`src/core_ctrl_pkg.sv`:
```
package core_ctrl_pkg;

   // Controller phases, one instruction walks through a subset of these
   typedef enum logic [2:0] {
      PH_FETCH,
      PH_EXEC,
      PH_BUS,
      PH_LOAD,
      PH_JUMP
   } phase_e;

   typedef enum logic [2:0] {
      ALU_ADD,
      ALU_SUB,
      ALU_AND,
      ALU_OR,
      ALU_XOR
   } alu_op_e;

   // Source of the serial rd bit
   typedef enum logic [2:0] {
      RD_ALU,
      RD_IMM,
      RD_LINK,
      RD_MEM,
      RD_NONE
   } rd_src_e;

endpackage

```
`src/rv_isa_pkg.sv`:
```
package rv_isa_pkg;

   localparam int XLEN = 32;

   // Major opcodes of the supported RV32I subset
   typedef enum logic [6:0] {
      OP_LUI    = 7'b0110111,
      OP_JAL    = 7'b1101111,
      OP_BRANCH = 7'b1100011,
      OP_LOAD   = 7'b0000011,
      OP_STORE  = 7'b0100011,
      OP_IMM    = 7'b0010011,
      OP_REG    = 7'b0110011
   } opcode_e;

   // Register and immediate ALU ops
   localparam logic [2:0] FUNCT3_ADD = 3'b000;
   localparam logic [2:0] FUNCT3_XOR = 3'b100;
   localparam logic [2:0] FUNCT3_OR  = 3'b110;
   localparam logic [2:0] FUNCT3_AND = 3'b111;

   localparam logic [2:0] FUNCT3_BEQ = 3'b000;
   localparam logic [2:0] FUNCT3_BNE = 3'b001;
   // Word access, SW uses the same code
   localparam logic [2:0] FUNCT3_LW  = 3'b010;

   localparam logic [6:0] FUNCT7_BASE = 7'b0000000;
   localparam logic [6:0] FUNCT7_SUB  = 7'b0100000;

endpackage
```
`src/ctrl_if.sv`:
```
`timescale 1ns/1ps

interface ctrl_if
   import core_ctrl_pkg::*;
   ();

   alu_op_e    alu_op;
   logic       op_b_imm;
   rd_src_e    rd_src;
   logic       rd_wen;
   logic [4:0] rs1_addr;
   logic [4:0] rs2_addr;
   logic [4:0] rd_addr;
   logic       is_branch;
   logic       branch_ne;
   logic       is_jal;
   logic       is_load;
   logic       is_store;
   logic       imm_bit;

   modport dec (output alu_op, op_b_imm, rd_src, rd_wen, rs1_addr, rs2_addr, rd_addr,
                       is_branch, branch_ne, is_jal, is_load, is_store, imm_bit);

   modport alu (input alu_op, op_b_imm, imm_bit);

   modport ctrl (input is_branch, branch_ne, is_jal, is_load, is_store, imm_bit);

   modport mem (input is_load, is_store);

   modport rf (input rs1_addr, rs2_addr, rd_addr, rd_wen, rd_src, imm_bit);

endinterface

```
`src/serv_top.sv`:
```
`timescale 1ns/1ps

module serv_top
   import rv_isa_pkg::*;
   import core_ctrl_pkg::*;
#(
   parameter logic [XLEN-1:0] RESET_PC = 32'h0000_0000
) (
   input  logic            clk,
   input  logic            i_reset,
   output logic [XLEN-1:0] o_ibus_adr,
   output logic            o_ibus_cyc,
   input  logic [XLEN-1:0] i_ibus_rdt,
   input  logic            i_ibus_ack,
   output logic [XLEN-1:0] o_dbus_adr,
   output logic [XLEN-1:0] o_dbus_dat,
   output logic            o_dbus_we,
   output logic            o_dbus_cyc,
   input  logic [XLEN-1:0] i_dbus_rdt,
   input  logic            i_dbus_ack
);

   phase_e     phase;
   logic [4:0] cnt;
   logic       cnt_en;
   logic       cnt0;
   logic       alu_eq;
   logic       alu_bit;
   logic       link_bit;
   logic       mem_bit;
   logic       dbus_done;
   logic       rs1_bit;
   logic       rs2_bit;
   logic       rf_wr_en;

   ctrl_if ctl ();

   assign cnt0 = (cnt == 5'd0);

   // Loads write back in PH_LOAD, all other writers in PH_EXEC
   assign rf_wr_en = (phase == PH_LOAD) | ((phase == PH_EXEC) & !ctl.is_load);

   serv_ctrl #(
      .RESET_PC (RESET_PC)
   ) ctrl (
      .clk         (clk),
      .i_reset     (i_reset),
      .io_ctl      (ctl),
      .i_alu_eq    (alu_eq),
      .i_ibus_ack  (i_ibus_ack),
      .o_ibus_adr  (o_ibus_adr),
      .o_ibus_cyc  (o_ibus_cyc),
      .i_dbus_done (dbus_done),
      .o_phase     (phase),
      .o_cnt       (cnt),
      .o_cnt_en    (cnt_en),
      .o_cnt_done  (),
      .o_link_bit  (link_bit)
   );

   serv_decode decode (
      .clk        (clk),
      .i_reset    (i_reset),
      .i_ibus_rdt (i_ibus_rdt),
      .i_ibus_ack (i_ibus_ack),
      .i_ibus_cyc (o_ibus_cyc),
      .i_cnt      (cnt),
      .i_cnt_en   (cnt_en),
      .io_ctl     (ctl)
   );

   serv_alu alu (
      .clk      (clk),
      .i_reset  (i_reset),
      .io_ctl   (ctl),
      .i_rs1    (rs1_bit),
      .i_rs2    (rs2_bit),
      .i_cnt_en (cnt_en),
      .i_cnt0   (cnt0),
      .o_rd_bit (alu_bit),
      .o_eq     (alu_eq)
   );

   serv_mem_if mem_if (
      .clk        (clk),
      .i_reset    (i_reset),
      .io_ctl     (ctl),
      .i_phase    (phase),
      .i_cnt_en   (cnt_en),
      .i_alu_bit  (alu_bit),
      .i_rs2      (rs2_bit),
      .o_dbus_adr (o_dbus_adr),
      .o_dbus_dat (o_dbus_dat),
      .o_dbus_we  (o_dbus_we),
      .o_dbus_cyc (o_dbus_cyc),
      .i_dbus_rdt (i_dbus_rdt),
      .i_dbus_ack (i_dbus_ack),
      .o_done     (dbus_done),
      .o_rd_bit   (mem_bit)
   );

   serv_rf_ram rf (
      .clk        (clk),
      .i_reset    (i_reset),
      .io_ctl     (ctl),
      .i_cnt      (cnt),
      .i_wr_en    (rf_wr_en),
      .i_alu_bit  (alu_bit),
      .i_link_bit (link_bit),
      .i_mem_bit  (mem_bit),
      .o_rs1      (rs1_bit),
      .o_rs2      (rs2_bit)
   );

endmodule

```
`src/serv_rf_ram.sv`:
```
`timescale 1ns/1ps

module serv_rf_ram
   import rv_isa_pkg::*;
   import core_ctrl_pkg::*;
(
   input  logic       clk,
   input  logic       i_reset,
   ctrl_if.rf         io_ctl,
   input  logic [4:0] i_cnt,
   input  logic       i_wr_en,
   input  logic       i_alu_bit,
   input  logic       i_link_bit,
   input  logic       i_mem_bit,
   output logic       o_rs1,
   output logic       o_rs2
);

   // x0 has no storage
   logic [XLEN-1:0] regs [1:31];
   logic            rd_bit;
   logic            wen;

   always_comb begin
      case (io_ctl.rd_src)
         RD_ALU:  rd_bit = i_alu_bit;
         RD_IMM:  rd_bit = io_ctl.imm_bit;
         RD_LINK: rd_bit = i_link_bit;
         RD_MEM:  rd_bit = i_mem_bit;
         default: rd_bit = 1'b0;
      endcase
   end

   assign wen = i_wr_en & io_ctl.rd_wen & (io_ctl.rd_addr != 5'd0) & !i_reset;

   always_ff @(posedge clk) begin
      if (wen) begin
         regs[io_ctl.rd_addr][i_cnt] <= rd_bit;
      end
   end

   assign o_rs1 = (io_ctl.rs1_addr == 5'd0) ? 1'b0 : regs[io_ctl.rs1_addr][i_cnt];
   assign o_rs2 = (io_ctl.rs2_addr == 5'd0) ? 1'b0 : regs[io_ctl.rs2_addr][i_cnt];

endmodule

```
`src/serv_mem_if.sv`:
```
`timescale 1ns/1ps

module serv_mem_if
   import rv_isa_pkg::*;
   import core_ctrl_pkg::*;
(
   input  logic            clk,
   input  logic            i_reset,
   ctrl_if.mem             io_ctl,
   input  phase_e          i_phase,
   input  logic            i_cnt_en,
   input  logic            i_alu_bit,
   input  logic            i_rs2,
   output logic [XLEN-1:0] o_dbus_adr,
   output logic [XLEN-1:0] o_dbus_dat,
   output logic            o_dbus_we,
   output logic            o_dbus_cyc,
   input  logic [XLEN-1:0] i_dbus_rdt,
   input  logic            i_dbus_ack,
   output logic            o_done,
   output logic            o_rd_bit
);

   logic [XLEN-1:0] adr_q;
   logic [XLEN-1:0] dat_q;
   logic            cyc_q;
   logic            mem_op;

   assign mem_op = io_ctl.is_load | io_ctl.is_store;
   assign o_done = cyc_q & i_dbus_ack;

   always_ff @(posedge clk) begin
      if (i_reset) begin
         cyc_q <= 1'b0;
      end else if (cyc_q) begin
         if (i_dbus_ack) begin
            cyc_q <= 1'b0;
         end
      end else if (i_phase == PH_BUS) begin
         cyc_q <= 1'b1;
      end
   end

   // Store data and load data share one shift register
   always_ff @(posedge clk) begin
      if (i_cnt_en & (i_phase == PH_EXEC) & mem_op) begin
         adr_q <= {i_alu_bit, adr_q[XLEN-1:1]};
         dat_q <= {i_rs2, dat_q[XLEN-1:1]};
      end else if (o_done & io_ctl.is_load) begin
         dat_q <= i_dbus_rdt;
      end else if (i_cnt_en & (i_phase == PH_LOAD)) begin
         dat_q <= {1'b0, dat_q[XLEN-1:1]};
      end
   end

   assign o_dbus_adr = adr_q;
   assign o_dbus_dat = dat_q;
   assign o_dbus_we  = io_ctl.is_store;
   assign o_dbus_cyc = cyc_q;
   assign o_rd_bit   = dat_q[0];

endmodule

```
`src/serv_alu.sv`:
```
`timescale 1ns/1ps

module serv_alu
   import core_ctrl_pkg::*;
(
   input  logic clk,
   input  logic i_reset,
   ctrl_if.alu  io_ctl,
   input  logic i_rs1,
   input  logic i_rs2,
   input  logic i_cnt_en,
   input  logic i_cnt0,
   output logic o_rd_bit,
   output logic o_eq
);

   logic op_b;
   logic b_in;
   logic carry_q;
   logic carry_in;
   logic sum;
   logic eq_q;

   assign op_b = io_ctl.op_b_imm ? io_ctl.imm_bit : i_rs2;
   assign b_in = op_b ^ (io_ctl.alu_op == ALU_SUB);

   // Two's complement subtract starts with carry set
   assign carry_in = i_cnt0 ? (io_ctl.alu_op == ALU_SUB) : carry_q;
   assign sum      = i_rs1 ^ b_in ^ carry_in;

   // Includes the current bit, so it is complete at cnt_done
   assign o_eq = (i_cnt0 | eq_q) & (i_rs1 == i_rs2);

   always_comb begin
      case (io_ctl.alu_op)
         ALU_AND: o_rd_bit = i_rs1 & op_b;
         ALU_OR:  o_rd_bit = i_rs1 | op_b;
         ALU_XOR: o_rd_bit = i_rs1 ^ op_b;
         default: o_rd_bit = sum;
      endcase
   end

   always_ff @(posedge clk) begin
      if (i_reset) begin
         carry_q <= 1'b0;
         eq_q    <= 1'b0;
      end else if (i_cnt_en) begin
         carry_q <= (i_rs1 & b_in) | (i_rs1 & carry_in) | (b_in & carry_in);
         eq_q    <= o_eq;
      end
   end

endmodule

```
`src/serv_decode.sv`:
```
`timescale 1ns/1ps

module serv_decode
   import rv_isa_pkg::*;
   import core_ctrl_pkg::*;
(
   input  logic            clk,
   input  logic            i_reset,
   input  logic [XLEN-1:0] i_ibus_rdt,
   input  logic            i_ibus_ack,
   input  logic            i_ibus_cyc,
   input  logic [4:0]      i_cnt,
   input  logic            i_cnt_en,
   ctrl_if.dec             io_ctl
);

   logic [XLEN-1:0] instr;
   logic            decode_q;
   logic [XLEN-1:0] imm_full;
   logic [XLEN-1:0] imm_q;
   opcode_e         opcode;
   logic [2:0]      funct3;
   logic [6:0]      funct7;

   assign opcode = opcode_e'(instr[6:0]);
   assign funct3 = instr[14:12];
   assign funct7 = instr[31:25];

   always_ff @(posedge clk) begin
      if (i_reset) begin
         instr    <= '0;
         decode_q <= 1'b0;
      end else begin
         decode_q <= i_ibus_cyc & i_ibus_ack;
         if (i_ibus_cyc & i_ibus_ack) begin
            instr <= i_ibus_rdt;
         end
      end
   end

   always_comb begin
      case (opcode)
         OP_LUI:    imm_full = {instr[31:12], 12'd0};
         OP_JAL:    imm_full = {{12{instr[31]}}, instr[19:12], instr[20], instr[30:21], 1'b0};
         OP_BRANCH: imm_full = {{20{instr[31]}}, instr[7], instr[30:25], instr[11:8], 1'b0};
         OP_STORE:  imm_full = {{21{instr[31]}}, instr[30:25], instr[11:7]};
         default:   imm_full = {{21{instr[31]}}, instr[30:20]};
      endcase
   end

   // Reloaded before every pass, so JUMP sees the immediate from bit 0 again
   always_ff @(posedge clk) begin
      if (decode_q | (i_cnt_en & (i_cnt == 5'd31))) begin
         imm_q <= imm_full;
      end else if (i_cnt_en) begin
         imm_q <= {imm_q[XLEN-1], imm_q[XLEN-1:1]};
      end
   end

   assign io_ctl.imm_bit  = imm_q[0];
   assign io_ctl.rs1_addr = instr[19:15];
   assign io_ctl.rs2_addr = instr[24:20];
   assign io_ctl.rd_addr  = instr[11:7];

   always_comb begin
      io_ctl.alu_op    = ALU_ADD;
      io_ctl.op_b_imm  = 1'b0;
      io_ctl.rd_src    = RD_NONE;
      io_ctl.rd_wen    = 1'b0;
      io_ctl.is_branch = 1'b0;
      io_ctl.branch_ne = 1'b0;
      io_ctl.is_jal    = 1'b0;
      io_ctl.is_load   = 1'b0;
      io_ctl.is_store  = 1'b0;
      case (opcode)
         OP_LUI: begin
            io_ctl.rd_src = RD_IMM;
            io_ctl.rd_wen = 1'b1;
         end
         OP_JAL: begin
            io_ctl.is_jal = 1'b1;
            io_ctl.rd_src = RD_LINK;
            io_ctl.rd_wen = 1'b1;
         end
         OP_BRANCH: begin
            if ((funct3 == FUNCT3_BEQ) | (funct3 == FUNCT3_BNE)) begin
               io_ctl.is_branch = 1'b1;
               io_ctl.branch_ne = (funct3 == FUNCT3_BNE);
               io_ctl.alu_op    = ALU_SUB;
            end
         end
         OP_LOAD: begin
            if (funct3 == FUNCT3_LW) begin
               io_ctl.is_load  = 1'b1;
               io_ctl.op_b_imm = 1'b1;
               io_ctl.rd_src   = RD_MEM;
               io_ctl.rd_wen   = 1'b1;
            end
         end
         OP_STORE: begin
            if (funct3 == FUNCT3_LW) begin
               io_ctl.is_store = 1'b1;
               io_ctl.op_b_imm = 1'b1;
            end
         end
         OP_IMM, OP_REG: begin
            if ((opcode == OP_IMM) | (funct7 == FUNCT7_BASE) |
                ((funct7 == FUNCT7_SUB) & (funct3 == FUNCT3_ADD))) begin
               io_ctl.op_b_imm = (opcode == OP_IMM);
               io_ctl.rd_src   = RD_ALU;
               io_ctl.rd_wen   = 1'b1;
               case (funct3)
                  FUNCT3_ADD: begin
                     if ((opcode == OP_REG) & (funct7 == FUNCT7_SUB)) begin
                        io_ctl.alu_op = ALU_SUB;
                     end
                  end
                  FUNCT3_XOR: io_ctl.alu_op = ALU_XOR;
                  FUNCT3_OR:  io_ctl.alu_op = ALU_OR;
                  FUNCT3_AND: io_ctl.alu_op = ALU_AND;
                  default: begin
                     // Shifts and SLT are not implemented
                     io_ctl.rd_src = RD_NONE;
                     io_ctl.rd_wen = 1'b0;
                  end
               endcase
            end
         end
         default: ;
      endcase
   end

endmodule

```
`src/serv_ctrl.sv`:
```
`timescale 1ns/1ps

module serv_ctrl
   import rv_isa_pkg::*;
   import core_ctrl_pkg::*;
#(
   parameter logic [XLEN-1:0] RESET_PC = 32'h0000_0000
) (
   input  logic            clk,
   input  logic            i_reset,
   ctrl_if.ctrl            io_ctl,
   input  logic            i_alu_eq,
   input  logic            i_ibus_ack,
   output logic [XLEN-1:0] o_ibus_adr,
   output logic            o_ibus_cyc,
   input  logic            i_dbus_done,
   output phase_e          o_phase,
   output logic [4:0]      o_cnt,
   output logic            o_cnt_en,
   output logic            o_cnt_done,
   output logic            o_link_bit
);

   phase_e          phase;
   logic [4:0]      cnt;
   logic            ibus_cyc_q;
   logic            decode_q;
   logic [XLEN-1:0] pc;
   logic [1:0]      pc_carry;
   logic            pc_en;
   logic            add_b;
   logic            add_c;
   logic [1:0]      carry_in;
   logic [2:0]      pc_total;
   logic            mem_op;
   logic            take_jump;

   assign o_cnt_en   = (phase == PH_EXEC) | (phase == PH_LOAD) | (phase == PH_JUMP);
   assign o_cnt_done = o_cnt_en & (cnt == 5'd31);
   assign pc_en      = (phase == PH_EXEC) | (phase == PH_JUMP);

   // EXEC adds 4; JUMP adds imm - 4 since the PC was already incremented
   assign add_b    = (phase == PH_JUMP) ? io_ctl.imm_bit : (cnt == 5'd2);
   assign add_c    = (phase == PH_JUMP) & (cnt >= 5'd2);
   assign carry_in = (cnt == 5'd0) ? 2'd0 : pc_carry;
   assign pc_total = {2'b00, pc[0]} + {2'b00, add_b} + {2'b00, add_c} + {1'b0, carry_in};

   // pc+4 bit while in EXEC
   assign o_link_bit = pc_total[0];

   assign mem_op    = io_ctl.is_load | io_ctl.is_store;
   assign take_jump = io_ctl.is_jal | (io_ctl.is_branch & (i_alu_eq ^ io_ctl.branch_ne));

   always_ff @(posedge clk) begin
      if (i_reset) begin
         phase      <= PH_FETCH;
         cnt        <= 5'd0;
         ibus_cyc_q <= 1'b0;
         decode_q   <= 1'b0;
         pc         <= RESET_PC;
         pc_carry   <= 2'd0;
      end else begin
         if (o_cnt_en) begin
            cnt <= cnt + 5'd1;
         end
         if (pc_en) begin
            pc       <= {pc_total[0], pc[XLEN-1:1]};
            pc_carry <= pc_total[2:1];
         end
         case (phase)
            PH_FETCH: begin
               if (ibus_cyc_q) begin
                  if (i_ibus_ack) begin
                     ibus_cyc_q <= 1'b0;
                     decode_q   <= 1'b1;
                  end
               end else if (decode_q) begin
                  decode_q <= 1'b0;
                  phase    <= PH_EXEC;
               end else begin
                  // First fetch after reset
                  ibus_cyc_q <= 1'b1;
               end
            end
            PH_EXEC: begin
               if (o_cnt_done) begin
                  if (mem_op) begin
                     phase <= PH_BUS;
                  end else if (take_jump) begin
                     phase <= PH_JUMP;
                  end else begin
                     phase      <= PH_FETCH;
                     ibus_cyc_q <= 1'b1;
                  end
               end
            end
            PH_BUS: begin
               if (i_dbus_done) begin
                  if (io_ctl.is_load) begin
                     phase <= PH_LOAD;
                  end else begin
                     phase      <= PH_FETCH;
                     ibus_cyc_q <= 1'b1;
                  end
               end
            end
            default: begin
               if (o_cnt_done) begin
                  phase      <= PH_FETCH;
                  ibus_cyc_q <= 1'b1;
               end
            end
         endcase
      end
   end

   assign o_phase    = phase;
   assign o_cnt      = cnt;
   assign o_ibus_cyc = ibus_cyc_q;
   assign o_ibus_adr = pc;

endmodule

```
`config.mk`:
```
export PLATFORM = sky130hd
export DESIGN_NAME = serv_top
export DESIGN_NICKNAME = d
export VERILOG_FILES = /design/src/core_ctrl_pkg.sv /design/src/rv_isa_pkg.sv /design/src/ctrl_if.sv /design/src/serv_top.sv /design/src/serv_rf_ram.sv /design/src/serv_mem_if.sv /design/src/serv_alu.sv /design/src/serv_decode.sv /design/src/serv_ctrl.sv
export SDC_FILE = /design/constraint.sdc
export NUM_CORES = 2
export LEC_CHECK = 0
export ABC_AREA = 1
export BUFFER_PORTS_ARGS = -buffer_cell sky130_fd_sc_hd__buf_4
export CORE_ASPECT_RATIO = 1.1
export CORE_UTILIZATION = 35
export CTS_CLUSTER_DIAMETER = 40
export CTS_CLUSTER_SIZE = 40
export DETAILED_ROUTE_END_ITERATION = 12
export PLACE_DENSITY_LB_ADDON = 0.3
export SETUP_SLACK_MARGIN = 0.3
export SLEW_MARGIN = 10
export SYNTH_ARGS = -nofsm -noshare
export SYNTH_HDL_FRONTEND = slang
export SYNTH_SLANG_ARGS = --single-unit
```
`constraint.sdc`:
```
create_clock -name clk -period 59.2 [get_ports clk]
set_input_delay 2.96 -clock clk [delete_from_list [all_inputs] [get_ports clk]]
set_output_delay 2.96 -clock clk [all_outputs]
set_load 0.005 [all_outputs]
```
=== After elaboration in Yosys (flattened, before gate mapping) ===
Memories as Yosys holds them, arrays and structs flattened. A register that Yosys moved wholly into a read port is not among the register bits.
Cells that the tools add are included.

* Add/sub/neg operators: 4
* Order comparisons: 3
* Equal/unequal tests: 35
* Multiplexer cells: 72
* Bitwise gates (word level): 39
* Reductions and logical operators: 21

{| class="wikitable"
|+ Operator list
! operator !! number
|-
| $mux 32 || 5
|-
| $pmux 31 s4 || 1
|-
| $mux 1 || 36
|-
| $mux 3 || 11
|-
| $mux 31 || 1
|-
| $eq 7x6->1 const B || 4
|-
| $pmux 3 s4 || 2
|-
| $eq 3x2->1 const B || 7
|-
| $and 1x1->1 || 20
|-
| $mux 5 || 4
|-
| $eq 3x3->1 const B || 5
|-
| $logic_not 5->1 || 3
|-
| $eq 7x7->1 const B || 2
|-
| $or 1x1->1 || 14
|-
| $eq 3x1->1 const B || 4
|-
| $bmux 1 s5 || 2
|-
| $ne 2x2->1 const B || 5
|-
| $logic_not 3->1 || 3
|-
| $pmux 1 s3 || 3
|-
| $pmux 3 s3 || 1
|-
| $eq 7x2->1 const B || 1
|-
| $eq 7x5->1 const B || 1
|-
| $logic_not 7->1 || 1
|-
| $lt 5x6->1 const B || 1
|-
| other kinds (26) || 37
|}

* Flip-flop bits (word level): 176
* Memory bits (writable): 992
* Input port bits: 68
* Output and inout bits: 99
* Logic and storage cells: 190
* Memories kept: 1

{| class="wikitable"
|+ Memories
! memory !! words !! width !! read ports !! clocked after Yosys merged registers in !! write ports !! RTL line !! source
|-
| rf.regs || 31 || 32 || 2 || 2 || 1 || serv_rf_ram.sv:20 || <nowiki>logic [XLEN-1:0] regs [1:31];</nowiki>
|}

=== Longest topological paths before layout ===
* Depth after elaboration: 12
* Gate-level depth with buffers: 27
* Depth with buffers taken out: 23

=== Cells and area by module ===
Synthesis repeated with hierarchy kept, for this count alone.

* Cells, all modules: 8124
* Area, all modules: 64901.0 um2

{| class="wikitable"
|+ Modules (own cells, without submodules)
! module !! instances !! cells an instance !! area an instance (um2) !! sequential area each (um2)
|-
| serv_rf_ram || 1 || 7084 || 56337.8 || 29788.6
|-
| serv_decode || 1 || 427 || 3235.6 || 1621.6
|-
| serv_mem_if || 1 || 298 || 3054.2 || 1941.9
|-
| serv_ctrl || 1 || 264 || 1983.2 || 880.8
|-
| serv_alu || 1 || 40 || 247.7 || 40.0
|-
| serv_top || 1 || 11 || 42.5 || 0.0
|}

=== Worst setup path before layout ===
Ideal clock, no wire load.

* Kind: flip-flop to flip-flop
* From: register ctrl.cnt[0], in the netlist ctrl.o_cnt[0]
* To: memory rf.regs[10][0] (data pin)
* Setup time: 5.490 ns
* Arrival: 28.482 ns
* Data required time: 53.710 ns
* Slack: 25.228 ns
* Stages on the path, launching flop included: 10
* Path buffers: 2
* Clock period less this slack: 33.972 ns
* Cells stage by stage: dfxtp_1 clkbuf_1 clkinv_1 buf_1 nand3_1 o21ai_0 ha_1 inv_1 fa_1 o2111ai_1

* Cells in the longest elaborated chain, start to end: 9
* Elaborated cells between the ends (all ways): 25
* Those cells by class: 3 x add/sub; 1 x order compare; 1 x eq/ne; 12 x mux; 7 x bitwise; 1 x reduce/logical

{| class="wikitable"
|+ RTL lines
! what !! RTL line !! source
|-
| from (decl) || serv_ctrl.sv:25 || <nowiki>logic [4:0] cnt;</nowiki>
|-
| from (signal assigned) || serv_ctrl.sv:64 || <nowiki>cnt <= cnt + 5'd1;</nowiki>
|-
| $bmux 1 s5 || serv_rf_ram.sv:43 || <nowiki>assign o_rs2 = (io_ctl.rs2_addr == 5'd0) ? 1'b0 : regs[io_ctl.rs2_addr][i_cnt];</nowiki>
|-
| $mux 1 (not written as such) || serv_rf_ram.sv:43 ||
|-
| $mux 1 || serv_rf_ram.sv:43 ||
|-
| $mux 1 || serv_alu.sv:24 || <nowiki>assign op_b = io_ctl.op_b_imm ? io_ctl.imm_bit : i_rs2;</nowiki>
|-
| $xor 1x1->1 || serv_alu.sv:25 || <nowiki>assign b_in = op_b ^ (io_ctl.alu_op == ALU_SUB);</nowiki>
|-
| $xor 1x1->1 (2 in a row) || serv_alu.sv:29 || <nowiki>assign sum = i_rs1 ^ b_in ^ carry_in;</nowiki>
|-
| $pmux 1 s3 || serv_alu.sv:35 || <nowiki>case (io_ctl.alu_op)</nowiki>
|-
| $pmux 1 s4 * || serv_rf_ram.sv:25 || <nowiki>case (io_ctl.rd_src)</nowiki>
|-
| net rf.rd_bit || serv_rf_ram.sv:21 || <nowiki>logic rd_bit;</nowiki>
|-
| to (decl) || serv_rf_ram.sv:20 ||
|}

The timed path passes the listed nets; every way through them passes the cells marked *. The select of a mux whose other input is x is not followed.

==> results.py <==
metrics = {
    "run_status": {
        "status": "complete, no violations",
    },
    "timing": {
        "worstMarginPinSlew_ns": 1.34,
        "setup_ws_ns": 49.42,
        "min_period_over_period_pct": 16.5,
        "setup_violations": 0,
        "skew_ns": 0.0364,
        "fin_hold_ws_ns": 0.441,
        "hold_viol_final": 0,
        "period_needed_ns": 9.78,
        "maxSlewHeadroom_pct": 10.8,
        "grt_setup_unrepaired": "no",
        "fin_setup_tns_ns": 0,
        "drv_slew": 0,
        "fmax_mhz": 102,
    },
    "logic_synthesis": {
        "netlist_instances": 7698,
        "synth-seq-cells": 1178,
        "syn-mean-instance-area_um2": 8.16,
        "yosys_warnings": 0,
        "netlist_area_mm2": 0.0628,
        "synth_top_flop_cell": "edfxtp_1",
        "synth-seq-area-share_pct": 54.9,
        "synth_edf_count": 1088,
        "synth_nets": 7777,
        "synth.distinct_cells": 47,
        "async_flop_share_pct": 0,
    },
    "global_route": {
        "antenna_found_initial": 3,
        "grt_pass1_wl_um": 342000,
        "overflow": 0,
        "grt_pass1_vias": 53800,
        "grt_max_degree": 243,
        "grt_usage_pct": 25.1,
    },
    "place": {
        "dp_cells": 9689,
        "dp_hpwl_um": 114000,
        "place_congestion": 0.853,
        "pre_cts_ws_ns": 49.65,
        "port_buffers": 166,
    },
    "critical_path": {
        "start_kind": "register",
        "cp_common_cell": "nand2_1",
        "crit_family": "buffers and inverters",
        "slowest_delay_ns": 1.01,
        "cpMaxStageDelayCell": "buf_4",
        "worstPathMaxFanout": 242,
        "path_buf_inv": 6,
        "end_kind": "register",
        "worstSetupPathType": "register to register",
        "worstPathArrival_ns": 10.22,
        "required_ns": 59.64,
    },
    "cts": {
        "max-clock-path-buffers": 3,
        "post_cts_buffers": 0,
        "cts_sinks": 1178,
        "cts_root_buf": "clkbuf_16",
        "ctsHoldBuffers": 0,
        "numCtsBuffers": 157,
        "h-tree-depth": 4,
        "clk_latency_ns": 0.81,
        "cts_resized": 0,
        "clkSlewWorstSetupHoldPaths_ns": 0.07,
        "tritoncts": "done",
    },
    "cells_and_area": {
        "syn_to_final_growth_pct": 12.2,
        "fillers": 17800,
        "multi_input_area_mm2": 0.0244,
        "final_cells": 9981,
        "num-nets-final": 7549,
        "seqCellArea_mm2": 0.0345,
        "drive_above_1_share_pct": 8.55,
    },
    "routing": {
        "vias_per_cell": 5.69,
        "num_vias": 56800,
        "first_iter_violations": 7290,
        "firstDrtPassIters": 7,
        "post_drt_wl_per_cell_um": 23.4,
        "ant_nets": 0,
        "drc": 0,
        "routed_wl_um": 233000,
    },
    "power_and_ir_drop": {
        "fin_total_pwr_mw": 2.39,
        "power_leakage_nw": 25.6,
        "power.density_mw_per_mm2": 33.9,
        "irDropWorstVdd_mv": 0.0322,
    },
    "die": {
        "core_mm2": 0.178,
        "die_y_um": 446,
        "start_util_pct": 35.4,
        "die_area_mm2": 0.181,
        "die_w_um": 406,
        "pin_count": 167,
        "rows": 162,
    },
    "job": {
        "drv_cap": 0,
    },
    "worst_hold_path": {
        "hp-class": "register to register",
    },
}
[power breakdown]
group / internal (mW) / switching [mW]
logic: 0.116 / 0.341
registers: 0.921 / 0.0278
clock network: 0.574 / 0.414
[logic make-up (layout without fill, tap and decap cells)]
family	count (synthesis)	after routing	share of synthesized area (%)
DFF	1178	1178	54.9
other	0	1	0
xor gates and xnor gates	1	1	0.0139
AOI/OAI and AO/OA	409	409	3.64
buffers and inverters	921	825	6.53
and+or+nand+nor	5147	5147	34.2
muxes	31	31	0.555
adders and majority gates	11	11	0.255
[through the flow]
stage	utilization [%]	instance area, µm²
floorplan	-	62800
global placement	36.6	65000
detailed placement	36.6	65000
CTS	39.7	70500
global route	39.7	70500
finish	39.7	70500
[final timing paths]
check | start | to | slack (ns) | depth (start not counted)
max | register | rf.regs[30][9] | 49.42 | 27
min | mem_if.o_dbus_adr[21] | mem_if.o_dbus_adr[20] | 0.44 | 0
max reg2reg | register | rf.regs[30][9] | 49.42 | 27
min reg2reg | mem_if.o_dbus_adr[21] | mem_if.o_dbus_adr[20] | 0.44 | 0
[per-layer routing]
layer / share of wire (%) / global-route usage [%]
met1: 38 / 31.9
met3: 11 / 4.65
met2: 45 / 39.8
met5: 0.012 / 0
met4: 6.1 / 14.9
[worst register-to-register path: cells and delay by family (launching register included)]
kind / cells / cell delay (ns)
simple gates: 16 / 1.78
xor+xnor: 1 / 0.15
buf+inv: 6 / 5.14
flops: 1 / 0.89
fa+ha+maj: 1 / 0.54
compound gates: 3 / 0.86
[placed cells by master, fill, tap and decap left out, types with 21 or more instances in the layout]
cell type,instances
o21ai_0,141
nor3_1,21
o21ai_1,30
a21oi_1,146
edfxtp_1,1088
nand3_1,1603
nand2_2,30
o211ai_1,75
dfxtp_1,79
nor2_1,1301
nand2_1,2164
clkbuf_16,166
mux2_2,31
buf_4,261
inv_1,248
inv_6,36
[sequential cells by signal, indices dropped and copies added (netlist names), 2 cells and up, named ones only]
signal and flops:
rf.regs 992, ctrl.o_ibus_adr 32, decode.imm_q 32, decode.instr 32, mem_if.o_dbus_adr 32, mem_if.o_dbus_dat 32, ctrl.o_cnt 5, ctrl.o_phase 3
ctrl.pc_carry 2
[synthesized netlist by cell type (2+ instances only)]
cell | n | area share [%]
a21oi_1 | 146 | 1.2
a221oi_1 | 5 | 0.070
a31oi_1 | 2 | 0.020
buf_1 | 31 | 0.19
buf_2 | 262 | 2.1
buf_4 | 44 | 0.53
buf_6 | 18 | 0.32
clkbuf_1 | 300 | 1.8
clkinv_1 | 5 | 0.030
dfxtp_1 | 90 | 2.9
edfxtp_1 | 1088 | 52
fa_1 | 3 | 0.096
ha_1 | 8 | 0.16
inv_1 | 251 | 1.5
inv_2 | 7 | 0.042
inv_4 | 2 | 0.020
mux2_2 | 31 | 0.56
nand2_1 | 2196 | 13
nand3_1 | 1603 | 13
nand4_1 | 2 | 0.020
nor2_1 | 1302 | 7.8
nor2_4 | 4 | 0.072
nor3_1 | 21 | 0.17
nor4_1 | 5 | 0.050
nor4_2 | 2 | 0.040
o211ai_1 | 75 | 0.90
o21ai_0 | 141 | 1.1
o21ai_1 | 30 | 0.24
o31ai_1 | 2 | 0.024
or2_1 | 3 | 0.030
or2_2 | 3 | 0.030
[cell type report]
type	count	area share, %
Antenna cell	1	0.00355
Clock buffer	171	5.92
Clock inverter	120	1.80
Inverter	265	1.48
Multi-Input combinational cell	5599	34.6
Sequential cell	1178	49.0
Tap cell	2378	4.22
Timing Repair Buffer	269	3.01
No activity file was read; power rests on OpenSTA's default activity.
